--- config.mk ---
export PLATFORM = sky130hd
export DESIGN_NAME = i2c_bus_timer
export DESIGN_NICKNAME = d
export VERILOG_FILES = /design/src/design/i2c_pkg.sv /design/src/design/i2c_bus_timer.sv
export VERILOG_INCLUDE_DIRS = /design/src /design/src/design
export SDC_FILE = /design/constraint.sdc
export NUM_CORES = 1
export LEC_CHECK = 0
export BUFFER_PORTS_ARGS = -buffer_cell sky130_fd_sc_hd__buf_2
export CAP_MARGIN = 20
export CORE_ASPECT_RATIO = 0.6
export CORE_MARGIN = 2
export CORE_UTILIZATION = 35
export DETAILED_ROUTE_END_ITERATION = 8
export GPL_TIMING_DRIVEN = 0
export MAX_ROUTING_LAYER = met4
export PLACE_DENSITY = 0.55
export SKIP_CTS_REPAIR_TIMING = 1
export SYNTH_ARGS = -nofsm -noshare
export SYNTH_HDL_FRONTEND = slang
export SYNTH_SLANG_ARGS = --single-unit
--- constraint.sdc ---
create_clock -name clk -period 5 [get_ports clk]
set_clock_uncertainty 0.2 [all_clocks]
set_input_delay 0.5 -clock clk [delete_from_list [all_inputs] [get_ports clk]]
set_output_delay 0.5 -clock clk [all_outputs]
set_load 0.005 [all_outputs]
--- src/design/i2c_params.svh ---
`ifndef I2C_PARAMS_SVH
`define I2C_PARAMS_SVH

// system clock feeding the master in Hz
`define I2C_INPUT_CLK 32'd50000000

// target SCL rate in Hz
`define I2C_BUS_CLK 32'd400000

// system clocks per quarter of an SCL period
// the four quarters are low/low/high/high on SCL
// and the data edges sit at the first and third quarter
`define I2C_QUARTER ((`I2C_INPUT_CLK / `I2C_BUS_CLK) / 32'd4)

`endif

--- src/design/i2c_pkg.sv ---
`default_nettype none

package i2c_pkg;

  // address byte as it goes out on the wire
  typedef struct packed {
    logic [6:0] addr;  // seven-bit target address
    logic       rw;    // 1 for read
  } addr_fields_t;

  typedef union packed {
    logic [7:0]   raw;     // shifted out MSB first
    addr_fields_t fields;
  } addr_byte_u;

  typedef struct packed {
    addr_byte_u addr_byte;
    logic [7:0] data_wr;  // byte sent on a write
  } i2c_cmd_t;

  typedef struct packed {
    logic [7:0] data_rd;    // last byte read from the target
    logic       ack_error;  // sticky until reset
  } i2c_rsp_t;

  // one-cycle events and levels from the bus timer
  typedef struct packed {
    logic data_rise;   // SDA may change while SCL is low
    logic data_fall;   // SDA sampled while SCL is high
    logic scl_level;   // free-running SCL
    logic stretching;  // target is holding SCL low
  } i2c_phase_t;

  typedef enum logic [3:0] {
    ready, start, command, slv_ack1, wr, rd, slv_ack2, mstr_ack, stop
  } engine_state_e;

endpackage

`default_nettype wire

--- src/design/i2c_bus_timer.sv ---
`timescale 1ns/1ps
`default_nettype none

`include "i2c_params.svh"

module i2c_bus_timer (
  input  logic                clk,
  input  logic                reset_n,
  input  logic                scl_in,  // scl pad readback
  output i2c_pkg::i2c_phase_t phase
);

  localparam logic [15:0] quarter     = 16'(`I2C_QUARTER);
  localparam logic [15:0] half        = 16'(2 * `I2C_QUARTER);
  localparam logic [15:0] period_last = 16'(4 * `I2C_QUARTER - 1);

  logic [15:0] count;       // position inside one SCL period
  logic        scl_level;
  logic        data_rise;
  logic        data_fall;
  logic        stretching;

  always_ff @(posedge clk or negedge reset_n) begin
    if (!reset_n) begin
      count      <= '0;
      scl_level  <= 1'b0;
      data_rise  <= 1'b0;
      data_fall  <= 1'b0;
      stretching <= 1'b0;
    end else begin
      data_rise <= 1'b0;
      data_fall <= 1'b0;
      if (count == half && !scl_in) begin
        stretching <= 1'b1;  // SCL should be high here, so hold until the target lets go
      end else begin
        stretching <= 1'b0;
        count      <= (count == period_last) ? '0 : count + 16'd1;
        if (count == quarter - 16'd1)
          data_rise <= 1'b1;  // pulse lands on count == quarter
        if (count == half + quarter - 16'd1)
          data_fall <= 1'b1;  // pulse lands on count == 3 quarters
        if (count == half - 16'd1)
          scl_level <= 1'b1;
        else if (count == period_last)
          scl_level <= 1'b0;
      end
    end
  end

  assign phase = '{
    data_rise:  data_rise,
    data_fall:  data_fall,
    scl_level:  scl_level,
    stretching: stretching
  };

endmodule

`default_nettype wire

After elaboration in Yosys (flattened, before gate mapping):

Cells that the tools add are included.

* flip-flop bits (word level): 20

* $add $sub $neg: 1
* equal/unequal tests: 5
* multiplexer cells: 8
* bitwise logic cells: 1
* reductions and logical operators: 4

Operators with widths (count)
* $eq A16 B6 Y1 const B: 2
* $eq A16 B7 Y1 const B: 2
* $add A16 B1 Y16 const B: 1
* $eq A16 B5 Y1 const B: 1
* $mux W16: 1
* $mux W1: 7
* $reduce_and A2 Y1: 1
* $reduce_bool A2 Y1: 1
* $logic_and A1 B1 Y1: 1
* $logic_not A1 Y1: 1
* $not A1 Y1: 1

Logic depth before layout (Yosys ltp):

Gate-level depths: netlist of run 1.

* word-level depth: 4
* gate-level depth with buffers: 6
* mapped depth without buffers: 6

Least setup slack after synthesis of run 1:

Ideal clock, no wire load.

* path type: flip-flop to flip-flop
* from: reg count[0]
* to: reg count[2]
* setup time: 0.118 ns
* arrival time: 1.467 ns
* required time: 4.682 ns
* setup slack: 3.215 ns
* stages on the path, launching flop included: 7
* period minus slack after synthesis: 1.785 ns
* cells stage by stage: dfrtp_1 ha_1 clkbuf_2 nor3b_1 nand4_2 and3b_1 a21o_1

* cells in the longest elaborated chain, start to end: 2
* elaborated cells between the ends (all ways): 5
* those cells by class: 1 x add/sub; 2 x eq/ne; 1 x mux; 1 x reduce/logical

Ends and longest elaborated chain
* from (decl): RTL line i2c_bus_timer.sv:17 `logic [15:0] count;`
* from (signal assigned): RTL line i2c_bus_timer.sv:37 `count <= (count == period_last) ? '0 : count + 16'd1;`
* $add A16 B1 Y16 (tied with other cells): RTL line i2c_bus_timer.sv:37
* $mux W16 or $logic_and A1 B1 Y1 (tied branches): RTL line i2c_bus_timer.sv:37, i2c_bus_timer.sv:33

Several ways; a longest one is shown, not always the timed one.
A chain may end at the register's enable or synchronous reset.

Final worst setup path of run 1:

Ends and elaborated chain as after synthesis.

==> parameters.txt, run 1 <==
Parameter                              Value

Place
  Count of port buffers added during placement    6
  Total half-perimeter wirelength after legalization and detailed placement    1.38 mm
  Global placement routability congestion    0.779
  Worst slack after detailed placement    2.94 ns
  Standard cell area after detailed placement    0.00115 mm2

Timing
  Fmax    487 MHz
  RSZ-0062 raised after global routing    false
  Share of the cycle needed by the critical path after routing    41.1%
  Transition time of the tightest slew-check pin    0.452 ns
  # setup viols final    0
  Smallest hold slack    -0.00875 ns
  Max-slew headroom at the worst pin    a little over two thirds
  Total negative setup slack    0 ns
  Pins Over Slew Limit    0
  Final hold vios    20
  Final setup margin    just under 3 ns
  Final worst path period need    2.06 ns

Synthesis
  Gate count of the mapped netlist    between 90 and 100
  Most frequently used cell type in the post-synthesis netlist    sky130_fd_sc_hd__dfrtp_1
  Synthesized-area fraction occupied by adder cells    around 4.7%
  Simple-gate share of the synthesized area    28.9%
  Area leader, netlist    sky130_fd_sc_hd__dfrtp_1
  Number of flops mapped to enable cells by yosys    0
  Mean cell area of the mapped netlist    11.2 um2
  Cells taking the most area after synthesis    sky130_fd_sc_hd__dfrtp_1 (47%), sky130_fd_sc_hd__xnor2_1 (6.6%), sky130_fd_sc_hd__nand3_1 (5.2%)
  Proportion of netlist area held by the largest area contributor    46.9%
  Share of synthesized flip-flops with an asynchronous set or reset    between 90% and 100%
  XOR/XNOR Fraction of Synth Area    7.39%
  Post-synthesis cell type count    28
  Net Count, Synth    102
  Compound-Gate Fraction of Synth Area    3.29%
  Number of warnings printed during yosys synthesis    0
  Most used flip-flop cell after synthesis    sky130_fd_sc_hd__dfrtp_1
  Synthesized flop and latch total    20
  Mux share of post-synthesis cell area    2.82%
  Most frequent cells after synthesis    sky130_fd_sc_hd__dfrtp_1 (20), sky130_fd_sc_hd__nand3_1 (11), sky130_fd_sc_hd__xnor2_1 (8), sky130_fd_sc_hd__nand2_1 (7), sky130_fd_sc_hd__buf_4 (5)
  Sequential element share of the synthesized area    a little under half
  Main combinational cell family by area after synthesis    simple AND/OR/NAND/NOR gates
  Synthesized cell area    roughly 0.0011 mm2

Power and ir drop
  Pwr per Cell Area    about 220 mW/mm2
  VDD IR max    123 uV
  LEAKAGE    0.649 nW

Critical path
  Arrival time reported for the critical path endpoint    roughly 2 ns
  Kind of start point of the critical path    flop
  Required time at the worst-slack endpoint    4.94 ns
  Capturing element type of the critical path    flop
  Reg2Reg Capture Point    count[2]
  Maximum fanout count along the critical path    9
  Critical path type    reg2reg
  Worst reg2reg path startpoint    count[0]
  Depth of the worst register-to-register path    6
  Flop-to-flop setup slack    2.94 ns

GRT
  Global routing usage on met2    ~18%
  Largest net degree at the start of global routing    21
  Layer with the highest usage    met1
  Routing usage on met3    5.15%
  Number of antenna violations at the first check in global routing    0
  Global-route wire length before repair    3.31 mm
  Combined global-route utilization of all metal layers    13.5%
  Via count of the first global-routing pass    678
  GRT Residual Overflow    0
  Global routing met1 resource utilization    19.9%

CTS
  Insertion delay of the later-clocked pin in the worst-skew pair    0.25 ns
  CTS tree    done
  Root Driver    sky130_fd_sc_hd__clkbuf_8
  CTS Buffer Depth    2
  Clock Pin Slew Worst Setup and Hold Paths    0.07 ns
  Num CTS Buffers    3
  Level count of the clock H-tree    1
  Total clock sinks    20

Die
  Core box area    ~0.0029 mm2
  Die footprint    0.00352 mm2
  Top-level I/O count    7
  Total number of placement rows    15
  Starting density of the core    36.9%
  Height of the chip    46.8 um
  Horiz. Die Dim    75.3 um

Finish
  Syn-to-layout area delta    11.6%
  Sequential cell area in the final layout    500 um2
  Total number of nets in the final design    113
  Fill cell instance count of the final layout    between 200 and 300
  Final Cell Area    0.00119 mm2
  Diode count    0
  Footprint of the multi-input gates    502 um2
  Proportion of layout cells with a drive suffix above 1    22.1%
  Final core utilization    41.2%

Drt
  Iteration count of the initial detailed-routing pass    4
  Violation count after the first detailed-routing iteration    81
  Per-cell via count in the routed design    4.80
  DRC viols    0
  Total vias in the final route    approximately 700
  Post-detailed-route count of antenna-violating nets    0
  Routed wire length    1.87 mm
  Average wire per cell in the routed design    12.8 um

Run status
  Violations in the final reports    negative hold slack
  Run status    finished with violations

Flow run
  Max-cap violations    0

Hold path
  Min-delay worst type    in2async
report_power, final:
group	internal [mW]	switching, mW
combinational	0.000572	0.00342
sequential	0.162	0
clock	0.0534	0.0461
total	0.216	0.0495
area by class of cell:
class / count / share of cell area (%)
multi-input combinational: 64 / 42.2
sequential: 20 / 42.1
buffer: 8 / 4.42
tap: 42 / 4.42
clock buffer: 3 / 3.47
timing repair buffer: 6 / 2.52
inverter: 3 / 0.946
cells in the final DEF (no fill, tap or decap), drive strengths merged, types with 2 or more instances in the layout:
cell type / n
nor4: 2
ha: 4
and3: 4
inv: 3
nor3: 3
dfrtp: 20
nand3: 11
clkbuf: 5
xnor2: 8
buf: 12
nand4: 6
nand2: 7
mux2i: 3
o21ai: 2
and4: 4
metal layers:
layer,part of all wire [%],vias up
met5,0,-
met2,40,7
met1,56,334
met4,0.43,0
met3,3.6,2
li1,-,358
state kept, by name, summed over array words and instances, names as in the netlist:
register,cells
count,16
data_fall,1
data_rise,1
scl_level,1
stretching,1
per-stage QoR:
stage          power (mW)  instances
3_5_place_dp        0.169        143
5_1_grt             0.281        146
6_report            0.265        146
2_1_floorplan       0.165         95
4_1_cts             0.272        146
3_3_place_gp        0.169        143
worst max-delay path by stage:
| stage | from | to | slack [ns] | cells past startpoint |
|---|---|---|---|---|
| finish | count[0] | count[2] | 2.94 | 6 |
| global route | count[0] | count[2] | 2.76 | 6 |
| CTS | count[0] | count[2] | 2.93 | 6 |
| detailed placement | count[0] | count[2] | 2.94 | 6 |
| global placement | count[1] | count[2] | 2.97 | 6 |
| floorplan | count[0] | count[2] | 3.21 | 6 |
critical path: stages (launching register included):
cell and delay, ns:
sky130_fd_sc_hd__dfrtp_1 0.44, sky130_fd_sc_hd__ha_1 0.17, sky130_fd_sc_hd__clkbuf_2 0.20, sky130_fd_sc_hd__nor3b_1 0.25, sky130_fd_sc_hd__nand4_2 0.27, sky130_fd_sc_hd__and3b_1 0.26
sky130_fd_sc_hd__a21o_1 0.14
cells by family (layout without fill, tap and decap cells):
kind of cell,after synthesis,in the layout
adders and majority gates,4,4
and+or+nand+nor,43,43
DFF,20,20
xor gates and xnor gates,9,9
muxes,3,3
AOI/OAI and AO/OA,5,5
buffers and inverters,11,20
No activity file was read; power rests on OpenSTA's default activity.
==> run 2: changes to the inputs <==
clock period = 2 ns   (was 5 ns; I/O delays follow)
==> parameters.txt, run 2 (synthesized netlist as in run 1, its figures left out) <==
Parameter                              Value

Timing
  Share of the cycle needed by the critical path after routing    94.8% (+54 points)
  Pins Over Slew Limit    0 (unchanged)
  Final worst path period need    1.90 ns (-0.158 ns)
  Final hold vios    0 (-100%)
  Total negative setup slack    0 ns (unchanged)
  Final setup margin    0.103 ns (-2.84 ns)
  # setup viols final    0 (unchanged)
  Max-slew headroom at the worst pin    70.0% (+0.14 points)
  Transition time of the tightest slew-check pin    0.450 ns (-0.00213 ns)
  Smallest hold slack    0.174 ns (+0.183 ns)
  Fmax    527 MHz (+8.4%)
  RSZ-0062 raised after global routing    false

Finish
  Commonest non-fill, non-tap cell in the layout    sky130_fd_sc_hd__dfrtp_1
  Total number of nets in the final design    123 (+8.8%)
  Diode count    0 (unchanged)
  Commonest cells after routing, fill and taps aside    sky130_fd_sc_hd__dfrtp_1 (18), sky130_fd_sc_hd__buf_4 (13), sky130_fd_sc_hd__nand3_1 (11), sky130_fd_sc_hd__xnor2_1 (8)
  Proportion of layout cells with a drive suffix above 1    31.6% (+9.5 points)
  Syn-to-layout area delta    21.1%
  Flip-flop count of the largest register after layout    16 (unchanged)
  Largest register by flop count    count

GRT
  Number of antenna violations at the first check in global routing    0 (unchanged)
  Largest net degree at the start of global routing    21 (unchanged)
  GRT Residual Overflow    0 (unchanged)
  Via count of the first global-routing pass    678 (unchanged)
  Global-route wire length before repair    3.31 mm (unchanged)
  Combined global-route utilization of all metal layers    13.5% (unchanged)

Power and ir drop
  VDD IR max    310 uV (+150%)
  Switching power of the nets    0.125 mW (+150%)
  Portion of total power attributed to sequential cells    60.8% (-0.2 points)
  Internal cell power    0.541 mW (+150%)
  Total Power    0.665 mW (+150%)
  LEAKAGE    0.683 nW (+5.1%)
  Pwr per Cell Area    515 mW/mm2 (+130%)
  Sw frac    18.7% (+0.085 points)
  Comb power frac    1.7% (+0.2 points)
  Fraction of power consumed by the clock network    37.5% (about the same)

CTS
  CTS Buffer Depth    2 (unchanged)
  Root Driver    sky130_fd_sc_hd__clkbuf_8
  Total clock sinks    20 (unchanged)
  Clock Pin Slew Worst Setup and Hold Paths    0.07 ns (about the same)
  Insertion delay of the later-clocked pin in the worst-skew pair    0.25 ns (about the same)
  Num CTS Buffers    3 (unchanged)
  CTS tree    done
  Level count of the clock H-tree    1 (unchanged)

Critical path
  Depth of the worst register-to-register path    6 (unchanged)
  Cell type of the slowest stage on the worst timing path    sky130_fd_sc_hd__dfrtp_2
  Worst reg2reg path startpoint    count[0]
  Flop-to-flop setup slack    0.10 ns (-2.84 ns)
  Required time at the worst-slack endpoint    1.98 ns (-2.96 ns)
  Delay of the slowest critical-path stage    0.43 ns (about the same)
  Critical path type    reg2reg
  Kind of start point of the critical path    flop
  Reg2Reg Capture Point    count[4]
  Cell-by-cell listing of the critical path    inv_2 -> ha_1 -> nor4b_4 -> nand4_4 -> nand4_1 -> mux2i_1
  Arrival time reported for the critical path endpoint    1.88 ns (-0.12 ns)
  Capturing element type of the critical path    flop
  Maximum fanout count along the critical path    5 (-4)

Drt
  Post-detailed-route count of antenna-violating nets    0 (unchanged)
  Per-cell via count in the routed design    4.94 (+2.8%)
  Iteration count of the initial detailed-routing pass    4 (unchanged)
  Routed wire length    2.12 mm (+13%)
  Average wire per cell in the routed design    13.6 um (+5.9%)
  Violation count after the first detailed-routing iteration    74 (-8.6%)
  Total vias in the final route    770 (+9.8%)
  DRC viols    0 (unchanged)

Die
  Starting density of the core    36.9% (unchanged)
  Total number of placement rows    15 (unchanged)
  Height of the chip    46.8 um (unchanged)
  Horiz. Die Dim    75.3 um (unchanged)
  Core box area    0.00289 mm2 (unchanged)
  Top-level I/O count    7 (unchanged)
  Die footprint    0.00352 mm2 (unchanged)

Place
  Worst slack after detailed placement    -0.0552 ns (-3.00 ns)
  Global placement routability congestion    0.779 (unchanged)
  Total half-perimeter wirelength after legalization and detailed placement    1.38 mm (unchanged)
  Count of port buffers added during placement    6 (unchanged)

Hold path
  WHS Path Cells    4
  Destination of the worst hold path    count[0]
  Min-delay worst type    in2reg
  Launch instance of the worst min-delay path    scl_in

Run status
  Run status    finished clean

Flow run
  Max-cap violations    0 (unchanged)
[run 2: through the flow]
| step | std cells | area, um2 | util [%] |
|---|---|---|---|
| after floorplan | 95 | 1070 | - |
| after global placement | 143 | 1150 | 39.7 |
| after detailed placement | 143 | 1150 | 39.7 |
| after CTS | 146 | 1190 | 41.2 |
| after global routing | 156 | 1290 | 44.7 |
| final | 156 | 1290 | 44.7 |
[run 2: critical path: cells and delay by family, from the launching register on]
kind                       cells  cell delay [ns]
muxes                          1             0.18
adders and majority gates      1             0.20
and+or+nand+nor                3             0.71
buffers and inverters          1             0.10
DFF                            1             0.43
[run 2: worst max path at each step]
stage                        start         to  slack (ns)  depth (start not counted)
after floorplan           count[0]   count[2]        0.21                          6
after global placement    count[1]   count[2]       -0.03                          6
after CTS                 count[0]   count[2]       -0.07                          6
final                     count[0]   count[4]        0.10                          6
after global routing      count[1]  scl_level       0.005                          6
after detailed placement  count[0]   count[2]       -0.06                          6
[run 2: power by group through the flow]
stage | Combinational (mW) | Sequential, mW | Clock [mW]
4_1_cts | 0.0110 | 0.404 | 0.266
2_1_floorplan | 0.0000409 | 0.412 | 0
6_report | 0.0115 | 0.404 | 0.250
3_3_place_gp | 0.0107 | 0.412 | 0
3_5_place_dp | 0.0110 | 0.412 | 0
5_1_grt | 0.0139 | 0.404 | 0.285
[run 2: layout make-up]
class | instances | area [um2]
tap | 42 | 52.6
timing repair buffer | 15 | 100
fill | 290 | 1600
inverter | 3 | 11.3
sequential | 20 | 503
buffer | 8 | 55.1
multi-input combinational | 65 | 528
clock buffer | 3 | 41.3
[run 2: layer usage]
metal  track usage [%]  wire (um)  vias up
met3              5.15         88        2
met2              17.7        837       16
met4              2.11          8        0
li1                  -          -      379
met5                 -          0        -
met1              19.9       1180      373
==> run 3: changes to the inputs <==
BUFFER_PORTS_ARGS = -buffer_cell sky130_fd_sc_hd__clkbuf_2   (was -buffer_cell sky130_fd_sc_hd__buf_2)
==> parameters.txt, run 3 (synthesized netlist as in run 1, its figures left out) <==
Parameter                              Value

Finish
  Total number of nets in the final design    119 (-3.3%)
  Fill cell instance count of the final layout    304 (+4.8%)
  Final core utilization    43.9% (-0.78 points)
  Largest register by flop count    count
  Proportion of layout cells with a drive suffix above 1    29.1% (-2.5 points)
  Flip-flop count of the largest register after layout    16 (unchanged)
  Commonest non-fill, non-tap cell in the layout    sky130_fd_sc_hd__dfrtp_1
  Number of standard cells in the layout, taps in and fillers out    152 (-2.6%)
  Final Cell Area    0.00127 mm2 (-1.7%)
  Diode count    0 (unchanged)
  Commonest cells after routing, fill and taps aside    sky130_fd_sc_hd__dfrtp_1 (18), sky130_fd_sc_hd__nand3_1 (11), sky130_fd_sc_hd__buf_4 (10), sky130_fd_sc_hd__clkbuf_2 (8), sky130_fd_sc_hd__xnor2_1 (8)
  Syn-to-layout area delta    19.0%

Power and ir drop
  LEAKAGE    0.607 nW (-11%)
  VDD IR max    332 uV (+7.1%)
  Total Power    0.670 mW (+0.74%)
  Pwr per Cell Area    528 mW/mm2 (+2.5%)

Drt
  Violation count after the first detailed-routing iteration    51 (-31%)
  Per-cell via count in the routed design    4.99 (+1.2%)
  Iteration count of the initial detailed-routing pass    4 (unchanged)
  Routed wire length    2.05 mm (-3.2%)
  Total vias in the final route    759 (-1.4%)
  Average wire per cell in the routed design    13.5 um (-0.62%)
  DRC viols    0 (unchanged)
  Post-detailed-route count of antenna-violating nets    0 (unchanged)

Place
  Standard cell area after detailed placement    0.00115 mm2 (unchanged)
  Cell Count Post-Placement    143 (unchanged)
  Global placement routability congestion    0.782 (+0.28%)
  Worst slack after detailed placement    -0.0234 ns (+0.0319 ns)
  Count of port buffers added during placement    6 (unchanged)
  Total half-perimeter wirelength after legalization and detailed placement    1.45 mm (+4.5%)

Timing
  Smallest hold slack    0.192 ns (+0.0178 ns)
  # setup viols final    0 (unchanged)
  Max-slew headroom at the worst pin    66.3% (-3.7 points)
  Transition time of the tightest slew-check pin    0.506 ns (+0.0554 ns)
  Final setup margin    0.114 ns (+0.0105 ns)
  Pins Over Slew Limit    0 (unchanged)
  Fmax    530 MHz (+0.56%)
  Total negative setup slack    0 ns (unchanged)
  Final hold vios    0 (unchanged)
  Final worst path period need    1.89 ns (-0.0105 ns)
  Share of the cycle needed by the critical path after routing    94.3% (-0.52 points)

Critical path
  Arrival time reported for the critical path endpoint    1.86 ns (-0.02 ns)
  Depth of the worst register-to-register path    6 (unchanged)
  Maximum fanout count along the critical path    9 (+4)
  Required time at the worst-slack endpoint    1.98 ns (about the same)
  Kind of start point of the critical path    flop
  Capturing element type of the critical path    flop
  Critical path type    reg2reg

CTS
  Level count of the clock H-tree    1 (unchanged)
  Total clock sinks    20 (unchanged)
  Root Driver    sky130_fd_sc_hd__clkbuf_8
  Clock Pin Slew Worst Setup and Hold Paths    0.07 ns (about the same)
  CTS Buffer Depth    2 (unchanged)
  Insertion delay of the later-clocked pin in the worst-skew pair    0.25 ns (about the same)
  Num CTS Buffers    3 (unchanged)
  CTS tree    done

GRT
  GRT Residual Overflow    0 (unchanged)
  Combined global-route utilization of all metal layers    14.3% (+0.74 points)
  Largest net degree at the start of global routing    21 (unchanged)
  Number of antenna violations at the first check in global routing    0 (unchanged)
  Global-route wire length before repair    3.46 mm (+4.3%)
  Via count of the first global-routing pass    670 (-1.2%)

Run status
  Run status    finished clean

Die
  Core box area    0.00289 mm2 (unchanged)
  Horiz. Die Dim    75.3 um (unchanged)
  Total number of placement rows    15 (unchanged)
  Top-level I/O count    7 (unchanged)
  Height of the chip    46.8 um (unchanged)
  Die footprint    0.00352 mm2 (unchanged)
  Starting density of the core    36.9% (unchanged)

Hold path
  Min-delay worst type    in2reg
  WHS Path Cells    4 (unchanged)

Flow run
  Max-cap violations    0 (unchanged)
==> run 3: power breakdown <==
part	total, mW	internal (mW)	switching (mW)	leakage [nW]
sequential	0.404	0.404	0	0.258
combinational	0.0114	0.00266	0.00877	0.328
clock	0.255	0.134	0.121	0.0216
total	0.670	0.541	0.130	0.607
==> run 3: routing by layer <==
metal	part of all wire (%)	up-vias	routed length, um	GRT usage [%]
li1	-	369	-	-
met2	39	19	810	18.6
met1	55	369	1130	20.9
met5	0	-	0	-
met4	0.39	0	8	3.16
met3	5.1	2	104	5.15
==> run 3: cell type report <==
| type | instances | area, um2 | area share [%] |
|---|---|---|---|
| timing repair buffer | 12 | 77.6 | 6.11 |
| multi-input combinational | 64 | 531 | 41.8 |
| clock buffer | 3 | 41.3 | 3.25 |
| tap | 42 | 52.6 | 4.14 |
| buffer | 8 | 52.6 | 4.14 |
| inverter | 3 | 11.3 | 0.888 |
| sequential | 20 | 503 | 39.6 |
==> run 3: critical path, cell delays in order, from the launching register on <==
cell                      delay [ns]
sky130_fd_sc_hd__dfrtp_2        0.45
sky130_fd_sc_hd__inv_2          0.11
sky130_fd_sc_hd__ha_1           0.19
sky130_fd_sc_hd__nor4b_4        0.29
sky130_fd_sc_hd__nand4_4        0.21
sky130_fd_sc_hd__nand4_1        0.17
sky130_fd_sc_hd__mux2i_1        0.19
==> run 3: path summary, 6_finish.rpt <==
check                               start         to  slack, ns
max in group asynchronous         reset_n   count[1]       0.99
min in group asynchronous         reset_n  count[12]       0.24
worst max-delay path             count[0]   count[4]       0.11
worst min-delay path               scl_in   count[0]       0.19
worst min register to register  scl_level  scl_level       0.31
worst max register to register   count[0]   count[4]       0.11
