==> src/design/i2c_params.svh <==
`ifndef I2C_PARAMS_SVH
`define I2C_PARAMS_SVH

// system clock feeding the master in Hz
`define I2C_INPUT_CLK 32'd50000000

// target SCL rate in Hz
`define I2C_BUS_CLK 32'd400000

// system clocks per quarter of an SCL period
// the four quarters are low/low/high/high on SCL
// and the data edges sit at the first and third quarter
`define I2C_QUARTER ((`I2C_INPUT_CLK / `I2C_BUS_CLK) / 32'd4)

`endif

==> src/design/i2c_pkg.sv <==
`default_nettype none

package i2c_pkg;

  // address byte as it goes out on the wire
  typedef struct packed {
    logic [6:0] addr;  // seven-bit target address
    logic       rw;    // 1 for read
  } addr_fields_t;

  typedef union packed {
    logic [7:0]   raw;     // shifted out MSB first
    addr_fields_t fields;
  } addr_byte_u;

  typedef struct packed {
    addr_byte_u addr_byte;
    logic [7:0] data_wr;  // byte sent on a write
  } i2c_cmd_t;

  typedef struct packed {
    logic [7:0] data_rd;    // last byte read from the target
    logic       ack_error;  // sticky until reset
  } i2c_rsp_t;

  // one-cycle events and levels from the bus timer
  typedef struct packed {
    logic data_rise;   // SDA may change while SCL is low
    logic data_fall;   // SDA sampled while SCL is high
    logic scl_level;   // free-running SCL
    logic stretching;  // target is holding SCL low
  } i2c_phase_t;

  typedef enum logic [3:0] {
    ready, start, command, slv_ack1, wr, rd, slv_ack2, mstr_ack, stop
  } engine_state_e;

endpackage

`default_nettype wire

==> src/design/i2c_byte_engine.sv <==
`timescale 1ns/1ps
`default_nettype none

module i2c_byte_engine (
  input  logic                clk,
  input  logic                reset_n,
  input  logic                ena,            // held high while commands are pending
  input  i2c_pkg::i2c_cmd_t   cmd,
  input  i2c_pkg::i2c_phase_t phase,
  input  logic                sda_in,         // sda pad readback
  output logic                busy,
  output i2c_pkg::i2c_rsp_t   rsp,
  output logic                scl_ena,        // lets the timer's SCL reach the bus
  output logic                sda_drive_low
);

  i2c_pkg::engine_state_e state;
  i2c_pkg::addr_byte_u    addr_q;       // latched address and rw
  logic [7:0]             data_tx;      // latched write byte
  logic [7:0]             data_rx;      // read shift register
  logic [7:0]             data_rd;
  logic                   ack_error;
  logic [2:0]             bit_cnt;      // bit being sent or received
  logic                   sda_int;      // SDA level wanted during data bits
  logic                   data_level;   // high from data_rise to data_fall
  logic                   accept_point;
  logic                   accept;       // a new command is taken this cycle
  logic                   same_target;  // next command keeps address and rw

  assign same_target  = (addr_q.raw == cmd.addr_byte.raw);
  assign accept_point = (state == i2c_pkg::ready) ||
                        (state == i2c_pkg::slv_ack2) ||
                        (state == i2c_pkg::mstr_ack);
  assign accept       = phase.data_rise && ena && accept_point;

  always_ff @(posedge clk or negedge reset_n) begin
    if (!reset_n)
      data_level <= 1'b0;
    else if (phase.data_rise)
      data_level <= 1'b1;
    else if (phase.data_fall)
      data_level <= 1'b0;
  end

  // command latch and receive shifter
  always_ff @(posedge clk) begin
    if (accept) begin
      addr_q.fields <= cmd.addr_byte.fields;
      data_tx       <= cmd.data_wr;
    end
    if (phase.data_fall && state == i2c_pkg::rd)
      data_rx[bit_cnt] <= sda_in;
  end

  always_ff @(posedge clk or negedge reset_n) begin
    if (!reset_n) begin
      state     <= i2c_pkg::ready;
      busy      <= 1'b1;
      scl_ena   <= 1'b0;
      sda_int   <= 1'b1;
      ack_error <= 1'b0;
      bit_cnt   <= 3'd7;
      data_rd   <= 8'h00;
    end else if (phase.data_rise) begin
      case (state)
        i2c_pkg::ready: begin
          if (accept) begin
            busy  <= 1'b1;
            state <= i2c_pkg::start;
          end else begin
            busy <= 1'b0;
          end
        end
        i2c_pkg::start: begin
          busy    <= 1'b1;
          sda_int <= addr_q.raw[bit_cnt];
          state   <= i2c_pkg::command;
        end
        i2c_pkg::command: begin
          if (bit_cnt == 3'd0) begin
            sda_int <= 1'b1;  // release for the target ack
            bit_cnt <= 3'd7;
            state   <= i2c_pkg::slv_ack1;
          end else begin
            bit_cnt <= bit_cnt - 3'd1;
            sda_int <= addr_q.raw[bit_cnt - 3'd1];
          end
        end
        i2c_pkg::slv_ack1: begin
          if (!addr_q.fields.rw) begin
            sda_int <= data_tx[bit_cnt];
            state   <= i2c_pkg::wr;
          end else begin
            sda_int <= 1'b1;
            state   <= i2c_pkg::rd;
          end
        end
        i2c_pkg::wr: begin
          busy <= 1'b1;
          if (bit_cnt == 3'd0) begin
            sda_int <= 1'b1;
            bit_cnt <= 3'd7;
            state   <= i2c_pkg::slv_ack2;
          end else begin
            bit_cnt <= bit_cnt - 3'd1;
            sda_int <= data_tx[bit_cnt - 3'd1];
          end
        end
        i2c_pkg::rd: begin
          busy <= 1'b1;
          if (bit_cnt == 3'd0) begin
            sda_int <= !(ena && same_target);  // ack only if another read follows
            bit_cnt <= 3'd7;
            data_rd <= data_rx;
            state   <= i2c_pkg::mstr_ack;
          end else begin
            bit_cnt <= bit_cnt - 3'd1;
          end
        end
        i2c_pkg::slv_ack2: begin
          if (accept) begin
            busy <= 1'b0;
            if (same_target) begin
              sda_int <= cmd.data_wr[bit_cnt];
              state   <= i2c_pkg::wr;
            end else begin
              state <= i2c_pkg::start;  // repeated start
            end
          end else begin
            state <= i2c_pkg::stop;
          end
        end
        i2c_pkg::mstr_ack: begin
          if (accept) begin
            busy <= 1'b0;
            if (same_target) begin
              sda_int <= 1'b1;
              state   <= i2c_pkg::rd;
            end else begin
              state <= i2c_pkg::start;
            end
          end else begin
            state <= i2c_pkg::stop;
          end
        end
        i2c_pkg::stop: begin
          busy  <= 1'b0;
          state <= i2c_pkg::ready;
        end
        default: state <= i2c_pkg::ready;
      endcase
    end else if (phase.data_fall) begin
      case (state)
        i2c_pkg::start:    scl_ena   <= 1'b1;
        i2c_pkg::slv_ack1: ack_error <= ack_error | sda_in;  // nack from target
        i2c_pkg::slv_ack2: ack_error <= ack_error | sda_in;
        i2c_pkg::stop:     scl_ena   <= 1'b0;
        default:           scl_ena   <= scl_ena;
      endcase
    end
  end

  // start pulls SDA low once SCL is high, stop releases it while SCL is high
  always_comb begin
    case (state)
      i2c_pkg::start: sda_drive_low = !data_level;
      i2c_pkg::stop:  sda_drive_low = data_level;
      default:        sda_drive_low = !sda_int;
    endcase
  end

  assign rsp = '{data_rd: data_rd, ack_error: ack_error};

endmodule

`default_nettype wire

==> config.mk <==
export PLATFORM = sky130hd
export DESIGN_NAME = i2c_byte_engine
export DESIGN_NICKNAME = d
export VERILOG_FILES = /design/src/design/i2c_params.svh /design/src/design/i2c_pkg.sv /design/src/design/i2c_byte_engine.sv
export SDC_FILE = /design/constraint.sdc
export NUM_CORES = 1
export LEC_CHECK = 0
export BUFFER_PORTS_ARGS = -buffer_cell sky130_fd_sc_hd__buf_2
export CORE_MARGIN = 5
export CORE_UTILIZATION = 50
export CTS_CLUSTER_SIZE = 25
export DETAILED_ROUTE_END_ITERATION = 16
export PLACE_DENSITY = 0.71
export SYNTH_ARGS = -nofsm -noshare
export SYNTH_HDL_FRONTEND = slang
export SYNTH_SLANG_ARGS = --single-unit
export TNS_END_PERCENT = 20
==> constraint.sdc <==
create_clock -name clk -period 4.4 [get_ports clk]
set_clock_uncertainty 0.05 [all_clocks]
set_input_delay 0 -clock clk [delete_from_list [all_inputs] [get_ports clk]]
set_output_delay 0 -clock clk [all_outputs]
set_load 0.05 [all_outputs]
# After elaboration in Yosys (flattened, before gate mapping)

Index checks and enable logic that the tools add are counted.
Widths: inputs -> output; s select.

Bits in registers: 44
Bits of input ports: 24
Output and inout bits: 12

Add/sub/neg operators: 1
Magnitude comparators: 3
Equality and inequality tests: 18
Multiplexer cells: 40
Bitwise operators: 2
Reductions and logical operators: 27

Operator list:

| kind               | number |
|---|---|
| $pmux 4 s8         | 1 |
| $mux 4             | 6 |
| $mux 1             | 19 |
| $eq 4x3->1 const B | 4 |
| $bmux 1 s3         | 5 |
| $ne 2x2->1 const B | 7 |
| $reduce_and 3->1   | 4 |
| $mux 3             | 3 |
| $bwmux 8           | 1 |
| $eq 4x2->1 const B | 2 |
| $eq 8x8->1         | 1 |
| $lt 3x4->1 const B | 2 |
| $pmux 1 s7         | 1 |
| $reduce_and 7->1   | 1 |
| $reduce_bool 7->1  | 1 |
| $reduce_or 3->1    | 2 |
| $logic_and 1x1->1  | 5 |
| $reduce_and 5->1   | 1 |
| $eq 4x1->1 const B | 1 |
| $eq 4x4->1 const B | 1 |
| $logic_not 4->1    | 1 |
| $ne 2x1->1 const B | 2 |
| $pmux 1 s2         | 2 |
| $pmux 1 s4         | 1 |
| other kinds (12)   | 17 |

# Logic depth before layout (Yosys ltp)

Gate-level depths: netlist (run 1).

Depth after elaboration: 6
Depth in mapped cells: 10
Gate-level depth less buffers: 8

# Worst setup path after synthesis (run 1)

Ideal clock, no wire load.

Kind: register -> register
Start: register state[2]
End: register addr_q[0] in the netlist's numbering, enable pin
Data arrival time: 2.258 ns
Path slack: 1.683 ns
Stages on the path, launching flop included: 5
Path buffers: 2
Cells stage by stage: dfrtp_1 clkbuf_1 buf_1 a21oi_1 nor3_1

Word-level cells in the longest chain between the ends: 4
Elaborated cells between the ends (all ways): 6
Those cells by class: eq/ne (2); reduce/logical (4)

RTL lines:

| item                                                 | RTL line                                     | text |
|---|---|---|
| start: declaration                                   | i2c_byte_engine.sv:17                        | `i2c_pkg::engine_state_e state;` |
| start signal: assignment                             | i2c_byte_engine.sv:57                        | `state <= i2c_pkg::ready;` |
| start signal: assignment                             | i2c_byte_engine.sv:69                        | `state <= i2c_pkg::start;` |
| start signal: assignment                             | i2c_byte_engine.sv:77                        | `state <= i2c_pkg::command;` |
| $eq 4x3->1 / $logic_not 4->1 (equally long branches) | i2c_byte_engine.sv:32, i2c_byte_engine.sv:31 |  |
| $logic_or 1x1->1                                     | i2c_byte_engine.sv:31                        | `assign accept_point = (state == i2c_pkg::ready) \|\|` |
| $logic_or 1x1->1 (*)                                 | i2c_byte_engine.sv:32                        | `(state == i2c_pkg::slv_ack2) \|\|` |
| $logic_and 1x1->1 (*)                                | i2c_byte_engine.sv:34                        | `assign accept = phase.data_rise && ena && accept_point;` |
| named net accept                                     | i2c_byte_engine.sv:27                        | `logic accept;` |
| end: declaration                                     | i2c_byte_engine.sv:18                        | `i2c_pkg::addr_byte_u addr_q;` |

Mark *: on every way through the listed nets, which the timed path passes. The rest lies on a longest branch.
A chain may end at the register's enable or synchronous reset.

# Worst setup path in the final report (run 1)

Start: register bit_cnt[0]
End: register sda_int

Word-level cells in the longest chain between the ends: 5
Elaborated cells between the ends (all ways): 20
Those cells by class: add/sub (1); eq/ne (1); mux (16); reduce/logical (2)

RTL lines:

| item                                             | RTL line                                                              | text |
|---|---|---|
| start: declaration                               | i2c_byte_engine.sv:23                                                 | `logic [2:0] bit_cnt;` |
| start signal: assignment                         | i2c_byte_engine.sv:85                                                 | `bit_cnt <= bit_cnt - 3'd1;` |
| start signal: assignment                         | i2c_byte_engine.sv:105                                                | `bit_cnt <= bit_cnt - 3'd1;` |
| start signal: assignment                         | i2c_byte_engine.sv:117                                                | `bit_cnt <= bit_cnt - 3'd1;` |
| $sub 3x1->3 / $bmux 1 s3 (equally long branches) | i2c_byte_engine.sv:86, i2c_byte_engine.sv:106, i2c_byte_engine.sv:124 |  |
| $bmux 1 s3, or another cell as far along         | i2c_byte_engine.sv:106                                                | `sda_int <= data_tx[bit_cnt - 3'd1];` |
| $mux 1 (on tied branches)                        | i2c_byte_engine.sv:106, i2c_byte_engine.sv:86, i2c_byte_engine.sv:123 |  |
| $mux 1 (on tied branches)                        | i2c_byte_engine.sv:100, i2c_byte_engine.sv:80, i2c_byte_engine.sv:121 |  |
| $pmux 1 s7                                       | i2c_byte_engine.sv:65                                                 | `case (state)` |
| end signal: assignment                           | i2c_byte_engine.sv:76                                                 | `sda_int <= addr_q.raw[bit_cnt];` |
| end signal: assignment                           | i2c_byte_engine.sv:106                                                |  |
| end signal: assignment                           | i2c_byte_engine.sv:112                                                | `sda_int <= !(ena && same_target);` |
| end: declaration                                 | i2c_byte_engine.sv:24                                                 | `logic sda_int;` |

Several ways; a longest one is shown, not always the timed one. The select of a mux whose other input is x is not followed.

==> results of run 1 <==
cell usage in the layout, fill, tap and decap left out, types with 5 or more instances in the layout:
| cell type | instances |
|---|---|
| dlygate4sd3_1 | 20 |
| xor2_1 | 9 |
| nor4_1 | 5 |
| edfxtp_1 | 24 |
| buf_2 | 33 |
| nor3_1 | 8 |
| nand2_1 | 18 |
| mux2_2 | 11 |
| inv_1 | 7 |
| dfstp_2 | 5 |
| a21oi_1 | 7 |
| nor2_1 | 21 |
| clkbuf_8 | 5 |
| o21ai_0 | 16 |
| dfrtp_1 | 15 |
report_power, final:
part | switching [mW] | internal, mW | leakage [nW]
clock network | 0.145 | 0.148 | 0.0530
registers | 0.191 | 0.558 | 0.457
logic | 0.505 | 0.342 | 0.667
Yosys cell counts (3+ instances only):
cell type	count
a21oi_1	7
dfstp_2	5
dfrtp_1	15
a211oi_1	3
xor2_1	9
nand2_1	18
inv_1	7
mux2_2	11
o21ai_0	16
mux4_1	4
nand2b_1	4
nand3_1	4
o31ai_1	4
nor3_1	9
clkbuf_1	9
nor2b_1	3
edfxtp_1	24
nor2_1	21
nor4_1	5
mux2i_1	4
metal layers:
layer  routed length [um]  GRT usage  up-vias
met5                    0          0        -
met4                  101     0.0653        0
met3                  258     0.0418        9
met2                 2470      0.293       48
met1                 2230      0.227      869
li1                     -          -      910
cell families after synthesis:
family / share of synthesized area
compound gates: 0.138
xor+xnor: 0.0362
fa+ha+maj: 0.0104
buf+inv: 0.0383
flops: 0.508
mux: 0.130
simple gates: 0.140
state kept, by name (all words and copies together), names as in the netlist:
register,flops
data_tx,8
data_level,1
state,4
busy,1
sda_int,1
data_rd,8
data_rx,8
addr_q,8
ack_error,1
bit_cnt,3
scl_ena,1
stage by stage:
stage / setup WS, ns / power [mW]
floorplan: 1.68 / 1.41
finish: 1.69 / 1.89
CTS: 1.67 / 1.90
detailed placement: 1.70 / 1.59
global route: 1.50 / 2.02
global placement: 1.74 / 1.57
critical path, stage by stage, from the launching register on:
cell      delay (ns)
dfstp_2         0.78
inv_1           0.20
ha_1            0.43
mux4_2          0.36
o41ai_2         0.22
nor2_1          0.08
a211oi_2        0.23
nand3_1         0.10
a22o_1          0.20
cell type report:
| cell class | instances | area share |
|---|---|---|
| inverters | 7 | 0.00901 |
| multi-input cells | 153 | 0.378 |
| flip-flops and latches | 44 | 0.421 |
| well taps | 67 | 0.0288 |
| clock buffers | 6 | 0.0322 |
| clock inverters | 2 | 0.00558 |
| repair buffers | 53 | 0.125 |
worst paths after layout:
path                       slack, ns  startpoint          to  cells after the start
setup / recovery                1.69  bit_cnt[0]     sda_int                      8
hold reg to reg                 0.43        busy        busy                      2
setup reg to reg                1.69  bit_cnt[0]     sda_int                      8
max in group asynchronous       3.81     reset_n  bit_cnt[1]                      2
hold / removal                  0.04    phase[2]   ack_error                      3
min in group asynchronous       0.13     reset_n  data_level                      2
timing repair:
action	in CTS	in global routing
hold endpoints to repair	47	0
resized for setup	0	0
setup buffers	0	0
hold buffers	20	0
==> results.tsv, run 1 <==
stage	metric	value	unit
synth	synth_fp_nets	244	
clocking	tritoncts	done	
synth	avgSynthCellArea	11.1	um2
drt	drt_iter0_markers	152	
synth	yosysTopAreaCellShare	0.298	
synth	synthArstFlopShare	0.455	
critical_path	start_kind	register	
synth	ys_types	44	
place	gp_congestion	0.826	
clocking	worstSkewPairLatency	0.30	ns
critical_path	cp.required	4.59	ns
sta	relSlewSlack	0.250	
drt	drt.antenna.violating_nets	0	
finish	antennaDiodeCount	0	
finish	fin_nets	290	
drt	firstDrtPassIters	4	
synth	netlist_instances	218	
synth	synth_ff_type	edfxtp_1	
finish	multi_input_area	1100	um2
drt	post_drt_wl_per_cell	15.2	um
synth	yosys.area.top_type	edfxtp_1	
place	placed_cells	304	
finish	drive_gt1_frac	0.234	
finish	regArea	1230	um2
finish	fin_area	2920	um2
floorplanning	die_h	79.5	um
sta	period_needed	2.71	ns
sta	holdWs	0.0425	ns
synth	synth-seq-cells	44	
sta	hold_viol	0	
sta	setup_viol_count_final	0	
critical_path	cp_max_fo	16	
clocking	cts_max_level	2	
drt	drc	0	
sta	worstMarginPinSlew	1.12	ns
power_and_ir_drop	irDropWorstVdd	262	uV
synth	syn_area	2420	um2
floorplanning	io_pins	36	
finish	nFillCells	379	
finish	final_cells	332	
critical_path	worstPathArrival	2.90	ns
grt	grt_max_degree	26	
grt	antenna_found_initial	0	
finish	post-route-util	0.617	
place	hpwl	3.50	mm
critical_path	cp-end-kind	register	
clocking	clock_sinks	44	
grt	grt_overflow	0	
floorplanning	coreArea	4720	um2
power_and_ir_drop	power_density	648	nW/um2
finish	area_delta_synth_final	20.6	%
sta	fmax	0.369	GHz
drt	routed_wl	5.05	mm
floorplanning	die_x	79.5	um
floorplanning	fp.dieArea	6330	um2
sta	slew_viol_final	0	
place	place_area	2610	um2
synth	synth_edf_count	24	
hold_path	holdCritPathClass	in -> reg	
grt	grt_pass1_vias	1809	
floorplanning	start_util	0.512	
clocking	clkTransAtPathRegs	0.09	ns
status	status	finished clean	
sta	setup_tns	0	ns
job	drv_cap	0	
clocking	clockBufferDepth	2	
grt	grt_pass1_wl	8.67	mm
synth	synth.area.top_cells	edfxtp_1 (30%), dfrtp_1 (16%), dfstp_2 (5.4%)	
clocking	cts_buffers	5	
grt	grt_use_total	0.178	
floorplanning	row_count	25	
sta	rsz0062_at_grt	false	
clocking	ctsRootBufferMaster	clkbuf_8	
drt	routed_via_density	5.53	
synth	synth_warnings	0	
place	portBuffers	33	
critical_path	path_class	reg -> reg	
synth	yosysSeqAreaShare	0.508	
sta	fin_crit_sh	0.616	
drt	via_count	1836	
power_and_ir_drop	p_leak	1.18	nW
(Power assumes the default switching activity.)
==> inputs of run 2 (changes only) <==
==> constraint.sdc (replaced) <==
create_clock -name clk -period 2.7 [get_ports clk]
set_clock_uncertainty 0.05 [all_clocks]
set_input_delay 0 -clock clk [delete_from_list [all_inputs] [get_ports clk]]
set_output_delay 0 -clock clk [all_outputs]
set_load 0.05 [all_outputs]
==> run 2 against run 1 <==
  * Hold slack got worse by 0.0092 ns
  * Count of clock-buffer cells in the layout decreased by 1
  * Sequential cell count unchanged
  * Final cell count increased by 1.5%
  * Global-route usage increased by 0.33 points
  * Clock power increased by 76%
  * Sequential share of layout area decreased by 0.62 points
  * Total power increased by 67%
  * Sequential power increased by 47%
==> results.tsv, run 2 (same netlist as run 1, synthesis figures left out) <==
stage	metric	value	unit	change
sta	slew_viol_final	0		unchanged
clocking	clockBufferDepth	2		unchanged
finish	antennaDiodeCount	0		unchanged
finish	final_common_cell	buf_2		
clocking	clock_sinks	44		unchanged
drt	wl_met3	228	um	-12%
floorplanning	fp.dieArea	6330	um2	unchanged
drt	routed_via_density	5.56		+0.56%
critical_path	path_class	reg -> reg		
place	placed_cells	309		+1.6%
grt	grt_overflow	0		unchanged
floorplanning	coreArea	4720	um2	unchanged
finish	fin_nets	295		+1.7%
finish	drive_gt1_frac	0.248		+0.0142
critical_path	reg2reg_setup_slack	0.25	ns	-1.43 ns
clocking	clkTransAtPathRegs	0.09	ns	about the same
grt	grt_pass1_wl	8.87	mm	+2.3%
clocking	cts_max_level	2		unchanged
sta	fmax	0.409	GHz	+11%
critical_path	worstPathArrival	2.63	ns	-0.27 ns
sta	period_needed	2.45	ns	-0.266 ns
power_and_ir_drop	irDropWorstVdd	409	uV	+56%
grt	grt_use_total	0.181		+0.00325
critical_path	cp.required	2.89	ns	-1.70 ns
critical_path	slowest_stage	dfstp_2		
clocking	post_cts_buffers	0		unchanged
place	portBuffers	33		unchanged
clocking	ctsRootBufferMaster	clkbuf_8		
sta	hold_viol	0		unchanged
sta	setup_tns	0	ns	unchanged
drt	via_count	1874		+2.1%
critical_path	path_cells	inv_1 -> ha_1 -> mux4_2 -> o41ai_2 -> nor2_1 -> a211oi_2 -> nand3_1 -> a22o_1		
hold_path	hold_end	ack_error		
power_and_ir_drop	power	3.15	mW	+67%
clocking	cts_resized	0		unchanged
hold_path	min_path_cells	3		unchanged
drt	route.met2.wl	2.50	mm	+1.2%
critical_path	worst-path-buf-inv	1		unchanged
drt	post_drt_wl_per_cell	14.9	um	-2.0%
finish	nFillCells	380		+0.26%
grt	grt_max_degree	22		-15%
finish	final_cells	337		+1.5%
drt	highest_layer	met4		
critical_path	r2r_start	bit_cnt[1]		
critical_path	cp-end-kind	register		
grt	antenna_found_initial	0		unchanged
power_and_ir_drop	p_leak	1.21	nW	+2.6%
place	hpwl	3.48	mm	-0.54%
clocking	worstSkewPairLatency	0.30	ns	about the same
finish	area_delta_synth_final	22.4	%	
clocking	tritoncts	done		
floorplanning	row_count	25		unchanged
sta	fin_crit_sh	0.906		+0.290
floorplanning	start_util	0.512		unchanged
sta	rsz0062_at_grt	false		
sta	worstMarginPinSlew	0.638	ns	-0.481 ns
sta	relSlewSlack	0.570		+0.321
finish	multi_input_area	1100	um2	unchanged
drt	routed_wl	5.03	mm	-0.53%
drt	drc	0		unchanged
sta	setup_viol_count_final	0		unchanged
finish	layout_common_cells	buf_2 (33), edfxtp_1 (24), nor2_1 (21)		
critical_path	start_kind	register		
floorplanning	die_h	79.5	um	unchanged
critical_path	critPathTopFamily	flip-flops		
drt	drt_iter0_markers	224		+47%
floorplanning	die_x	79.5	um	unchanged
drt	drt.antenna.violating_nets	0		unchanged
drt	routedLengthMet1	2.21	mm	-0.99%
status	status	finished clean		
place	gp_congestion	0.838		+1.5%
power_and_ir_drop	power_density	1070	nW/um2	+64%
grt	grt_pass1_vias	1865		+3.1%
critical_path	critical_path.max_stage_delay	0.65	ns	-0.13 ns
floorplanning	io_pins	36		unchanged
finish	regArea	1230	um2	unchanged
drt	firstDrtPassIters	4		unchanged
critical_path	cp_max_fo	10		-6
clocking	cts_buffers	5		unchanged
clocking	hold_buffers	20		unchanged
critical_path	reg2regPathDepth	8		unchanged
hold_path	holdCritPathClass	in -> reg		
job	drv_cap	0		unchanged
critical_path	rr_endpoint	sda_int		
hold_path	hp-start	phase[2]		
-- run 2: changes by cell type in the layout (fill, tap and decap cells not counted), sizes merged --
| cell | before | now |
|---|---|---|
| clkinvlp | 1 | 0 |
| buf | 33 | 38 |
| clkinv | 0 | 2 |
| bufinv | 0 | 1 |
| inv | 8 | 7 |
| clkbuf | 6 | 5 |
-- run 2: where the power goes --
group / internal (mW) / switching [mW]
registers: 0.908 / 0.187
clock network: 0.279 / 0.238
logic: 0.597 / 0.945
-- run 2: layer usage --
metal	vias up	track usage
li1	916	-
met1	911	0.220
met2	40	0.315
met3	7	0.0384
met4	0	0.0636
met5	-	0
-- run 2: layout make-up --
class                      count  area share
clock buffer                   5      0.0233
clock inverter                 3      0.0161
inverter                       7     0.00888
multi-input combinational    153       0.373
sequential                    44       0.415
tap                           67      0.0283
timing repair buffer          58       0.136
-- run 2: per-stage QoR --
| stage | worst slack (ns) | instance area [um2] | hold WS [ns] | utilization |
|---|---|---|---|---|
| after floorplan | 0.193 | 2420 | -0.346 | - |
| after global placement | 0.312 | 2640 | -0.0659 | 0.559 |
| after detailed placement | 0.283 | 2640 | -0.0633 | 0.559 |
| after CTS | 0.264 | 2960 | 0.0170 | 0.626 |
| after global routing | 0.0633 | 2960 | 0.0622 | 0.626 |
| final | 0.254 | 2960 | 0.0333 | 0.626 |
-- run 2: worst register-to-register path, delay by kind of cell (launching register included) --
| kind | cells | cell delay [ns] |
|---|---|---|
| fa+ha+maj | 1 | 0.39 |
| compound gates | 3 | 0.63 |
| flops | 1 | 0.65 |
| simple gates | 2 | 0.18 |
| mux | 1 | 0.36 |
| buf+inv | 1 | 0.11 |
-- run 2: worst max path at each step --
| stage | startpoint | to | cells after the start |
|---|---|---|---|
| floorplan | bit_cnt[0] | sda_int | 10 |
| global placement | bit_cnt[1] | sda_int | 8 |
| detailed placement | bit_cnt[1] | sda_int | 8 |
| CTS | bit_cnt[1] | sda_int | 8 |
| global route | bit_cnt[1] | sda_int | 8 |
| finish | bit_cnt[1] | sda_int | 8 |
==> inputs of run 3 (changes only) <==
--- a/config.mk
+++ b/config.mk
@@ -10,7 +10,7 @@
 export CORE_UTILIZATION = 50
 export CTS_CLUSTER_SIZE = 25
 export DETAILED_ROUTE_END_ITERATION = 16
-export PLACE_DENSITY = 0.71
+export PLACE_DENSITY = 0.74
 export SYNTH_ARGS = -nofsm -noshare
 export SYNTH_HDL_FRONTEND = slang
 export SYNTH_SLANG_ARGS = --single-unit
==> run 3 against run 2 <==
  * Largest cell class unchanged
  * Global-route usage decreased by 1.4 points
  * Sequential power about the same
  * Critical path type unchanged
  * Routed wire length decreased by 2.8%
==> results.tsv, run 3 (same netlist as run 1, synthesis figures left out) <==
stage	metric	value	unit	change
floorplanning	row_count	25		unchanged
critical_path	worstPathArrival	2.59	ns	-0.04 ns
grt	grt_pass1_vias	1755		-5.9%
finish	fin_nets	297		+0.68%
finish	area_delta_synth_final	23.1	%	
drt	drt_iter0_markers	186		-17%
power_and_ir_drop	power_density	1060	nW/um2	-0.48%
critical_path	worst-path-buf-inv	1		unchanged
grt	grt_pass1_wl	8.22	mm	-7.2%
critical_path	cp-end-kind	register		
clocking	clkTransAtPathRegs	0.09	ns	about the same
critical_path	r2r_start	bit_cnt[1]		
critical_path	critPathTopFamily	compound AO/OA/AOI/OAI gates		
grt	grt_use_total	0.167		-0.0140
drt	post_drt_wl_per_cell	14.4	um	-3.4%
drt	routed_wl	4.89	mm	-2.8%
sta	period_needed	2.40	ns	-0.0416 ns
grt	grt_max_degree	21		-4.5%
place	post-place-ws	0.320	ns	+0.0370 ns
power_and_ir_drop	pwr-share-clk	0.162		-0.002
critical_path	cp.required	2.88	ns	about the same
clocking	worstSkewPairLatency	0.30	ns	about the same
critical_path	reg2regPathDepth	8		unchanged
finish	drive_gt1_frac	0.250		+0.00185
critical_path	cp_max_fo	10		unchanged
critical_path	slowest_stage	dfstp_2		
critical_path	path_class	reg -> reg		
clocking	clock_sinks	44		unchanged
clocking	ctsRootBufferMaster	clkbuf_8		
place	gp_congestion	0.855		+2.0%
sta	slew_viol_final	0		unchanged
hold_path	holdCritPathClass	in -> reg		
hold_path	hp-start	ena		
floorplanning	die_h	79.5	um	unchanged
finish	layout_common_cells	buf_2 (33), edfxtp_1 (24), nor2_1 (21), dlygate4sd3_1 (21), nand2_1 (18)		
sta	holdWs	0.118	ns	+0.0847 ns
floorplanning	fp.dieArea	6330	um2	unchanged
finish	fin_area	2980	um2	+0.55%
floorplanning	coreArea	4720	um2	unchanged
power_and_ir_drop	p_leak	1.21	nW	+0.47%
floorplanning	die_x	79.5	um	unchanged
clocking	cts_max_level	2		unchanged
finish	antennaDiodeCount	0		unchanged
critical_path	path_cells	inv_1 -> ha_1 -> mux4_2 -> o41ai_2 -> nor2_1 -> a211oi_2 -> nand3_1 -> a22o_1		
drt	drt.antenna.violating_nets	0		unchanged
sta	fmax	0.416	GHz	+1.7%
power_and_ir_drop	p_switching	1.36	mW	-0.54%
floorplanning	start_util	0.512		unchanged
finish	final_common_cell	buf_2		
power_and_ir_drop	comb_power_share	0.497		+0.008
grt	antenna_found_initial	0		unchanged
sta	hold_viol	0		unchanged
finish	post-route-util	0.630		+0.00344
drt	drc	0		unchanged
clocking	cts_buffers	5		unchanged
critical_path	rr_endpoint	sda_int		
power_and_ir_drop	internal-power	1.79	mW	+0.53%
place	hpwl	3.43	mm	-1.5%
place	place_area	2650	um2	+0.28%
power_and_ir_drop	power	3.16	mW	about the same
sta	relSlewSlack	0.570		about the same
sta	setup_viol_count_final	0		unchanged
critical_path	critical_path.max_stage_delay	0.63	ns	-0.02 ns
hold_path	min_path_cells	4		+1
sta	setup_tns	0	ns	unchanged
finish	final_cells	339		+0.59%
grt	grt_overflow	0		unchanged
job	drv_cap	0		unchanged
clocking	clockBufferDepth	2		unchanged
sta	fin_crit_sh	0.890		-0.0154
sta	worstMarginPinSlew	0.638	ns	+0.000652 ns
drt	routed_via_density	5.41		-2.8%
hold_path	hold_end	state[3]		
sta	final.setup.worst_slack	0.296	ns	+0.0416 ns
place	placed_cells	310		+0.32%
status	status	finished clean		
power_and_ir_drop	seqPwrFrac	0.341		-0.006
power_and_ir_drop	irDropWorstVdd	364	uV	-11%
floorplanning	io_pins	36		unchanged
place	portBuffers	33		unchanged
clocking	tritoncts	done		
critical_path	start_kind	register		
power_and_ir_drop	switching_share	0.432		-0.00264
drt	firstDrtPassIters	4		unchanged
sta	rsz0062_at_grt	false		
critical_path	reg2reg_setup_slack	0.30	ns	+0.04 ns
drt	via_count	1833		-2.2%
-- run 3: worst max-delay path by stage --
stage	from	endpoint	slack, ns	depth (start not counted)
floorplan	bit_cnt[0]	sda_int	0.19	10
global placement	bit_cnt[1]	sda_int	0.34	8
detailed placement	bit_cnt[1]	sda_int	0.32	8
CTS	bit_cnt[1]	sda_int	0.30	8
global route	bit_cnt[1]	sda_int	0.12	8
finish	bit_cnt[1]	sda_int	0.30	8
-- run 3: worst register-to-register path, stage by stage (launching register included) --
cell      delay, ns
dfstp_2        0.63
inv_1          0.10
ha_1           0.39
mux4_2         0.35
o41ai_2        0.22
nor2_1         0.08
a211oi_2       0.22
nand3_1        0.10
a22o_1         0.20
-- run 3: area by class of cell --
type,count,area [um2]
Clock buffer,5,68.8
Tap cell,67,83.8
Multi-Input combinational cell,153,1100
Timing Repair Buffer,60,420
Inverter,7,26.3
Clock inverter,3,46.3
Sequential cell,44,1230
Fill cell,394,1750
-- run 3: layer usage --
| metal | share of wire | global-route usage | vias up |
|---|---|---|---|
| met5 | 0 | 0 | - |
| met4 | 0.0049 | 0.0619 | 0 |
| met3 | 0.052 | 0.0440 | 2 |
| met2 | 0.49 | 0.274 | 48 |
| met1 | 0.46 | 0.211 | 857 |
| li1 | - | - | 926 |
-- run 3: power groups by stage --
stage                     Combinational, mW  Clock (mW)  Sequential (mW)
after CTS                              1.56       0.529             1.08
after global placement                 1.52           0             1.08
after floorplan                        1.05           0             1.25
final                                  1.57       0.511             1.08
after detailed placement               1.54           0             1.09
after global routing                   1.69       0.562             1.11
-- run 3: repair_timing --
| item | CTS | global route |
|---|---|---|
| hold endpoints to repair | 47 | 0 |
| hold buffers | 21 | 0 |
| buffers inserted | 0 | 0 |
| gates resized for setup | 0 | 0 |
